<file path="config.mk">
export PLATFORM = sky130hd
export DESIGN_NAME = hazard_unit
export DESIGN_NICKNAME = d
export VERILOG_FILES = /design/src/hazard_pkg.sv /design/src/dest_tracker.sv /design/src/hazard_compare.sv /design/src/redirect_fsm.sv /design/src/stall_counter.sv /design/src/hazard_unit.sv
export VERILOG_INCLUDE_DIRS = /design/src /design/src/include
export SDC_FILE = /design/constraint.sdc
export NUM_CORES = 1
export LEC_CHECK = 0
export BUFFER_PORTS_ARGS = -buffer_cell sky130_fd_sc_hd__buf_2
export CORE_MARGIN = 2
export CORE_UTILIZATION = 25
export CTS_BUF_LIST = sky130_fd_sc_hd__clkbuf_8
export CTS_CLUSTER_SIZE = 10
export DETAILED_ROUTE_END_ITERATION = 16
export HOLD_SLACK_MARGIN = 0.02
export MAX_ROUTING_LAYER = met4
export SETUP_SLACK_MARGIN = 0.4
export SLEW_MARGIN = 20
export SYNTH_ARGS = -nofsm -noshare
export SYNTH_HDL_FRONTEND = slang
export SYNTH_HIERARCHICAL = 1
export SYNTH_SLANG_ARGS = --single-unit
</file>
<file path="constraint.sdc">
create_clock -name clk -period 5 [get_ports clk]
set_input_delay 0.5 -clock clk [delete_from_list [all_inputs] [get_ports clk]]
set_output_delay 0.5 -clock clk [all_outputs]
set_load 0.01 [all_outputs]
</file>
<file path="src/include/hazard_params.svh">
// Parameter macros for the hazard unit: register index width, data-segment register, counter width
`ifndef HAZARD_PARAMS_SVH
`define HAZARD_PARAMS_SVH

// Register file index width
// 16 architectural registers
`define HZ_REG_W 4

// Register substituted for rs on data-segment accesses
// Fixed by the ISA as r14
`define HZ_DATA_SEG_REG 14

// Width of each stall statistics counter
// Counters saturate at all ones
`define HZ_CNT_W 16

`endif

</file>
<file path="src/hazard_pkg.sv">
// Package with the opcode and FSM state enums and the decode, destination and counter structs
package hazard_pkg;

    `include "hazard_params.svh"

    // Instruction class as seen by the hazard logic
    typedef enum logic [2:0] {
        OP_NOP,
        OP_ALU,
        OP_LOAD,
        OP_STORE,
        OP_BRANCH,
        OP_CALL,
        OP_RET
    } op_e;

    // Redirect FSM states
    typedef enum logic {
        RS_IDLE,
        RS_WAIT
    } redirect_state_e;

    // Instruction held in IF/ID
    typedef struct packed {
        logic                 valid;
        op_e                  op;
        logic [`HZ_REG_W-1:0] rs;
        logic [`HZ_REG_W-1:0] rt;
        logic [`HZ_REG_W-1:0] rd;
        // Instruction writes rd at write-back
        logic                 writes_rd;
        // Use data-segment register in place of rs
        logic                 data_seg;
    } decode_t;

    // One pending write-back destination
    typedef struct packed {
        logic                 valid;
        logic [`HZ_REG_W-1:0] rd;
    } dest_t;

    // Pending destinations of the three in-flight stages
    typedef struct packed {
        dest_t id_ex;
        dest_t ex_mem;
        dest_t mem_wb;
    } stage_dests_t;

    // Stall statistics
    typedef struct packed {
        logic [`HZ_CNT_W-1:0] data_cycles;
        logic [`HZ_CNT_W-1:0] redirect_cycles;
    } stall_counts_t;

endpackage

</file>
<file path="src/dest_tracker.sv">
// Shift chain of pending destination registers for ID/EX, EX/MEM and MEM/WB
`timescale 1ns/1ps

module dest_tracker (
    input  logic                    clk,
    input  logic                    rst,
    input  hazard_pkg::decode_t     decode,
    input  logic                    issue,
    output hazard_pkg::stage_dests_t dests
);

    // Destination entering ID/EX this cycle
    hazard_pkg::dest_t entry;

    // Bubble unless the instruction actually issues and writes a register
    always_comb begin
        entry.valid = issue && decode.writes_rd;
        entry.rd    = decode.rd;
    end

    // Valid bits are the control state
    always_ff @(posedge clk) begin
        if (rst) begin
            dests.id_ex.valid  <= 1'b0;
            dests.ex_mem.valid <= 1'b0;
            dests.mem_wb.valid <= 1'b0;
        end else begin
            // Chain moves every cycle, stalls included
            dests.id_ex.valid  <= entry.valid;
            dests.ex_mem.valid <= dests.id_ex.valid;
            dests.mem_wb.valid <= dests.ex_mem.valid;
        end
    end

    // Register indices follow along
    // Only meaningful when the matching valid is set
    always_ff @(posedge clk) begin
        dests.id_ex.rd  <= entry.rd;
        dests.ex_mem.rd <= dests.id_ex.rd;
        dests.mem_wb.rd <= dests.ex_mem.rd;
    end

endmodule

</file>
<file path="src/hazard_compare.sv">
// Read-after-write compare of the decoded register fields against pending destinations
`timescale 1ns/1ps

`include "hazard_params.svh"

module hazard_compare (
    input  hazard_pkg::decode_t      decode,
    input  hazard_pkg::stage_dests_t dests,
    output logic                     raw_match
);

    // First read register after data-segment substitution
    logic [`HZ_REG_W-1:0] read_reg_1;

    // Per-stage match results
    logic id_ex_hit;
    logic ex_mem_hit;
    logic mem_wb_hit;

    // Any of the three fields equals a valid destination
    function automatic logic stage_hit(
        input hazard_pkg::dest_t    dest,
        input logic [`HZ_REG_W-1:0] r1,
        input logic [`HZ_REG_W-1:0] r2,
        input logic [`HZ_REG_W-1:0] r3
    );
        logic eq_any;
        eq_any = (r1 == dest.rd) || (r2 == dest.rd) || (r3 == dest.rd);
        return dest.valid && eq_any;
    endfunction

    // Data-segment accesses read r14 through the first port
    always_comb begin
        if (decode.data_seg) begin
            read_reg_1 = `HZ_REG_W'(`HZ_DATA_SEG_REG);
        end else begin
            read_reg_1 = decode.rs;
        end
    end

    // rd counts too, it may be read as a store source
    assign id_ex_hit  = stage_hit(dests.id_ex, read_reg_1, decode.rt, decode.rd);
    assign ex_mem_hit = stage_hit(dests.ex_mem, read_reg_1, decode.rt, decode.rd);
    assign mem_wb_hit = stage_hit(dests.mem_wb, read_reg_1, decode.rt, decode.rd);

    // Opcode and valid qualification happen in the FSM
    assign raw_match = id_ex_hit || ex_mem_hit || mem_wb_hit;

endmodule

</file>
<file path="src/redirect_fsm.sv">
// Issue control FSM for data stalls and call/return PC hazards
`timescale 1ns/1ps

module redirect_fsm (
    input  logic                clk,
    input  logic                rst,
    input  hazard_pkg::decode_t decode,
    input  logic                raw_match,
    input  logic                pc_update,
    output logic                issue,
    output logic                data_hazard,
    output logic                pc_hazard
);

    hazard_pkg::redirect_state_e state_q;
    hazard_pkg::redirect_state_e state_d;

    // Decoded call or return
    logic is_redirect;
    // Valid decode seen while idle
    logic idle_valid;

    assign is_redirect = (decode.op == hazard_pkg::OP_CALL) ||
                         (decode.op == hazard_pkg::OP_RET);
    assign idle_valid  = decode.valid && (state_q == hazard_pkg::RS_IDLE);

    // Calls and returns never stall on data
    assign data_hazard = idle_valid && !is_redirect && raw_match;

    // Nothing issues while waiting for the PC
    assign issue = idle_valid && !data_hazard;

    // Hold the front end from decode of call/ret until the update pulse
    always_comb begin
        if (state_q == hazard_pkg::RS_WAIT) begin
            pc_hazard = !pc_update;
        end else begin
            pc_hazard = idle_valid && is_redirect;
        end
    end

    always_comb begin
        state_d = state_q;
        case (state_q)
            hazard_pkg::RS_IDLE: begin
                // Call/ret issues now, then wait
                if (idle_valid && is_redirect) begin
                    state_d = hazard_pkg::RS_WAIT;
                end
            end
            hazard_pkg::RS_WAIT: begin
                // Decode ignored here
                if (pc_update) begin
                    state_d = hazard_pkg::RS_IDLE;
                end
            end
            default: state_d = hazard_pkg::RS_IDLE;
        endcase
    end

    always_ff @(posedge clk) begin
        if (rst) begin
            state_q <= hazard_pkg::RS_IDLE;
        end else begin
            state_q <= state_d;
        end
    end

endmodule

</file>
<file path="src/stall_counter.sv">
// Saturating counters of data-stall and redirect-wait cycles
`timescale 1ns/1ps

`include "hazard_params.svh"

module stall_counter (
    input  logic                      clk,
    input  logic                      rst,
    input  logic                      data_hazard,
    input  logic                      pc_hazard,
    output hazard_pkg::stall_counts_t counts
);

    // Next counter values
    hazard_pkg::stall_counts_t counts_d;

    // Increment unless already at all ones
    function automatic logic [`HZ_CNT_W-1:0] sat_inc(
        input logic [`HZ_CNT_W-1:0] value,
        input logic                 en
    );
        logic at_max;
        at_max = &value;
        if (en && !at_max) begin
            return value + `HZ_CNT_W'(1);
        end
        return value;
    endfunction

    always_comb begin
        counts_d.data_cycles     = sat_inc(counts.data_cycles, data_hazard);
        counts_d.redirect_cycles = sat_inc(counts.redirect_cycles, pc_hazard);
    end

    // Counts land one cycle after the hazard cycle
    always_ff @(posedge clk) begin
        if (rst) begin
            counts <= '0;
        end else begin
            counts <= counts_d;
        end
    end

endmodule

</file>
<file path="src/hazard_unit.sv">
// Top level of the hazard detection and issue control block
`timescale 1ns/1ps

module hazard_unit (
    input  logic                      clk,
    input  logic                      rst,
    input  hazard_pkg::decode_t       decode,
    input  logic                      pc_update,
    output logic                      data_hazard,
    output logic                      pc_hazard,
    output hazard_pkg::stall_counts_t counts
);

    // Pending write-back destinations
    hazard_pkg::stage_dests_t dests;
    // Unqualified register match
    logic raw_match;
    // Instruction leaves IF/ID this cycle
    logic issue;

    dest_tracker u_dest_tracker (
        .clk    (clk),
        .rst    (rst),
        .decode (decode),
        .issue  (issue),
        .dests  (dests)
    );

    hazard_compare u_hazard_compare (
        .decode    (decode),
        .dests     (dests),
        .raw_match (raw_match)
    );

    redirect_fsm u_redirect_fsm (
        .clk         (clk),
        .rst         (rst),
        .decode      (decode),
        .raw_match   (raw_match),
        .pc_update   (pc_update),
        .issue       (issue),
        .data_hazard (data_hazard),
        .pc_hazard   (pc_hazard)
    );

    // Statistics only observe the hazards
    stall_counter u_stall_counter (
        .clk         (clk),
        .rst         (rst),
        .data_hazard (data_hazard),
        .pc_hazard   (pc_hazard),
        .counts      (counts)
    );

endmodule

</file>
==> flow_metrics.tcl <==
set metrics [dict create \
    cts-root-buf "clkbuf_8" \
    row_count 37 \
    yosysTopAreaCell "dfxtp_1" \
    p_per_area_mw_per_mm2 232 \
    regArea_um2 961 \
    grt.total_usage 0.119 \
    drc_errors 0 \
    synth.area.top_cells "dfxtp_1 37%, xor2_1 9.1%, a21oi_1 4.2%" \
    core_area_mm2 0.0102 \
    cts_resized 0 \
    ys_ff_latch 48 \
    cts_sinks 48 \
    num_antenna_cells 0 \
    crit_required_ps 5160 \
    io_pins 55 \
    p_clk_frac 0.328 \
    insertion_delay_ps 300 \
    worstPathArrival_ps 3320 \
    fp.dieArea_mm2 0.0112 \
    fin_tns_setup_ps 0 \
    synth.most_common_cell "dfxtp_1" \
    synth_area_mm2 0.00259 \
    slew_violations 0 \
    syn-num-nets 318 \
    syn_to_final_growth_pct 17.1 \
    clk_pin_slew_worst_paths_ps 90 \
    vdd_drop_max_uv 90.5 \
    grt_setup_unrepaired "no" \
    syn_inst 295 \
    multi_input_area_mm2 0.00151 \
    grt_pass1_vias 2328 \
    die_w_um 106 \
    fillers 1126 \
    drtIter0Drc 169 \
    postSynthAreaPerCell_um2 8.80 \
    cts_buffer_depth 2 \
    synth_common_cells "48 x dfxtp_1, 27 x xor2_1, 22 x a21oi_1, 15 x nand2_1, 13 x nor3_1" \
    max_slew.worst_pin.slew_ps 1010 \
    final_hold_viol_count 0 \
    cts_buffers 5 \
    ant_nets 0 \
    dr_total_vias 2431 \
    hp-class "in -> reg" \
    clock_skew_ps 5.66 \
    htreeDepth 2 \
    portBuffers 54 \
    dieHeight_um 106 \
    seqPwrFrac 0.571 \
    critPathLaunchType "register" \
    wl_um 6530 \
    sw_frac_of_total 0.263 \
    async_flop_share 0 \
    crit_type "reg -> reg" \
    max_freq_ghz 0.317 \
    gp_congestion 0.913 \
    internal_power_w 0.000519 \
    min_period_ps 3150 \
    grt_pass1_wl_um 10700 \
    drive_gt1_frac 0.212 \
    fin_cells 480 \
    synthDistinctLibCells 59 \
    hold_ws_ps 375 \
    synth_top_area_share 0.370 \
    yosysWarnings 6 \
    setup_viol 0 \
    hpwl_um 4760 \
    yosysSeqAreaShare 0.370 \
    start_util 0.255 \
    crit_path_end_kind "register" \
    min_period_over_period 0.631 \
    synth_flop_cell "dfxtp_1" \
    p_sw_w 0.000185 \
    worstPathMaxFanout 7 \
    cts_tree "built" \
    setup_ws_ps 1850 \
    synth_edf_count 0 \
    final_nets 366 \
    wl_per_cell_um 13.6 \
    power_w 0.000704 \
    globalRouteOverflowTotal 0 \
    dpl.cell_count 472 \
    grt_max_degree 37 \
    antenna_found_initial 0 \
    pre_cts_ws_ps 1610 \
    ctsHoldBuffers 0 \
    slew_headroom 0.319 \
    drv_cap 0 \
    power_leakage_nw 1.18 \
    cts_setup_buffers 0 \
    viasPerCell 5.06 \
    p_comb_frac 0.101 \
    drtPass1Iterations 4 \
    status "finished clean" \
]
-- power by group through the flow --
stage / sequential [W] / combinational [W] / clock (W)
2_1_floorplan: 0.000406 / 0.0000523 / 0
3_3_place_gp: 0.000411 / 0.0000687 / 0
3_5_place_dp: 0.000411 / 0.0000707 / 0
4_1_cts: 0.000402 / 0.0000710 / 0.000239
5_1_grt: 0.000404 / 0.0000792 / 0.000251
6_report: 0.000402 / 0.0000711 / 0.000231
-- sequential cells by signal (all words and copies together), names as in the netlist --
| name | cells |
|---|---|
| u_redirect_fsm/state_q | 1 |
| u_stall_counter/counts | 32 |
| u_dest_tracker/dests | 15 |
-- worst paths after layout --
check / startpoint / end / slack, ps / cells past startpoint
min: decode[5] / u_dest_tracker/dests[13]$_DFF_P_ / 370 / 1
max reg2reg: u_dest_tracker/dests[2]$_DFF_P_ / u_stall_counter/counts[30]$_SDFFE_PP0P_ / 1850 / 10
min reg2reg: u_dest_tracker/dests[6]$_DFF_P_ / u_dest_tracker/dests[1]$_DFF_P_ / 440 / 0
max: u_dest_tracker/dests[2]$_DFF_P_ / u_stall_counter/counts[30]$_SDFFE_PP0P_ / 1850 / 10
-- critical path, stage by stage (launching register included) --
cell and delay [ps]:
dfxtp_1 470, xor2_1 90, or4_1 400, a32oi_1 190
o31a_1 150, a221o_1 150, o2111a_1 320, nand4_1 240
nor4_1 640, nor4bb_1 300, nor3_1 70
-- placed cells by master, fill, tap and decap left out, types with 2 or more instances in the layout --
cell      count
clkbuf_8      5
xnor2_1       4
nand3_1      11
ha_1          2
o21ai_0       9
o211ai_1      4
a31oi_1       6
and3_1        3
xor2_1       27
o31a_1        2
or3_2         2
or4_1         9
o41ai_1       2
nand2_1      15
a211oi_1      2
a32oi_1       2
mux2_2        2
or3_1         7
mux2i_1       2
o32ai_1       4
nor4_1       12
nor2b_1       7
nor2_1        9
nand4_1       9
dfxtp_1      48
nor3_1       13
a211o_1       2
buf_2        54
o31ai_1       8
inv_1        12
o211a_1       2
a21oi_1      22
clkinv_2      2
-- per-layer routing --
| layer | GRT usage | part of all wire |
|---|---|---|
| met5 | - | 0 |
| met4 | 0.0301 | 0.013 |
| met3 | 0.0272 | 0.055 |
| met2 | 0.203 | 0.48 |
| met1 | 0.143 | 0.45 |
-- logic make-up after synthesis --
logic type      share of synthesized area
buf+inv                            0.0497
compound gates                      0.188
xor+xnor                            0.111
flops                               0.370
fa+ha+maj                         0.00964
mux                                0.0164
simple gates                        0.255
-- stage by stage --
| stage | util | instance area [um2] |
|---|---|---|
| global placement | 0.290 | 2950 |
| global route | 0.298 | 3040 |
| CTS | 0.298 | 3040 |
| detailed placement | 0.290 | 2950 |
| floorplan | - | 2590 |
| finish | 0.298 | 3040 |
-- final cells by class --
cell class,instances,area share
Clock buffer,5,0.0226
Clock inverter,3,0.00618
Inverter,12,0.0148
Multi-Input combinational cell,222,0.495
Sequential cell,48,0.316
Tap cell,136,0.0560
Timing Repair Buffer,54,0.0889
Note: power is estimated with default switching activity, not from simulation.
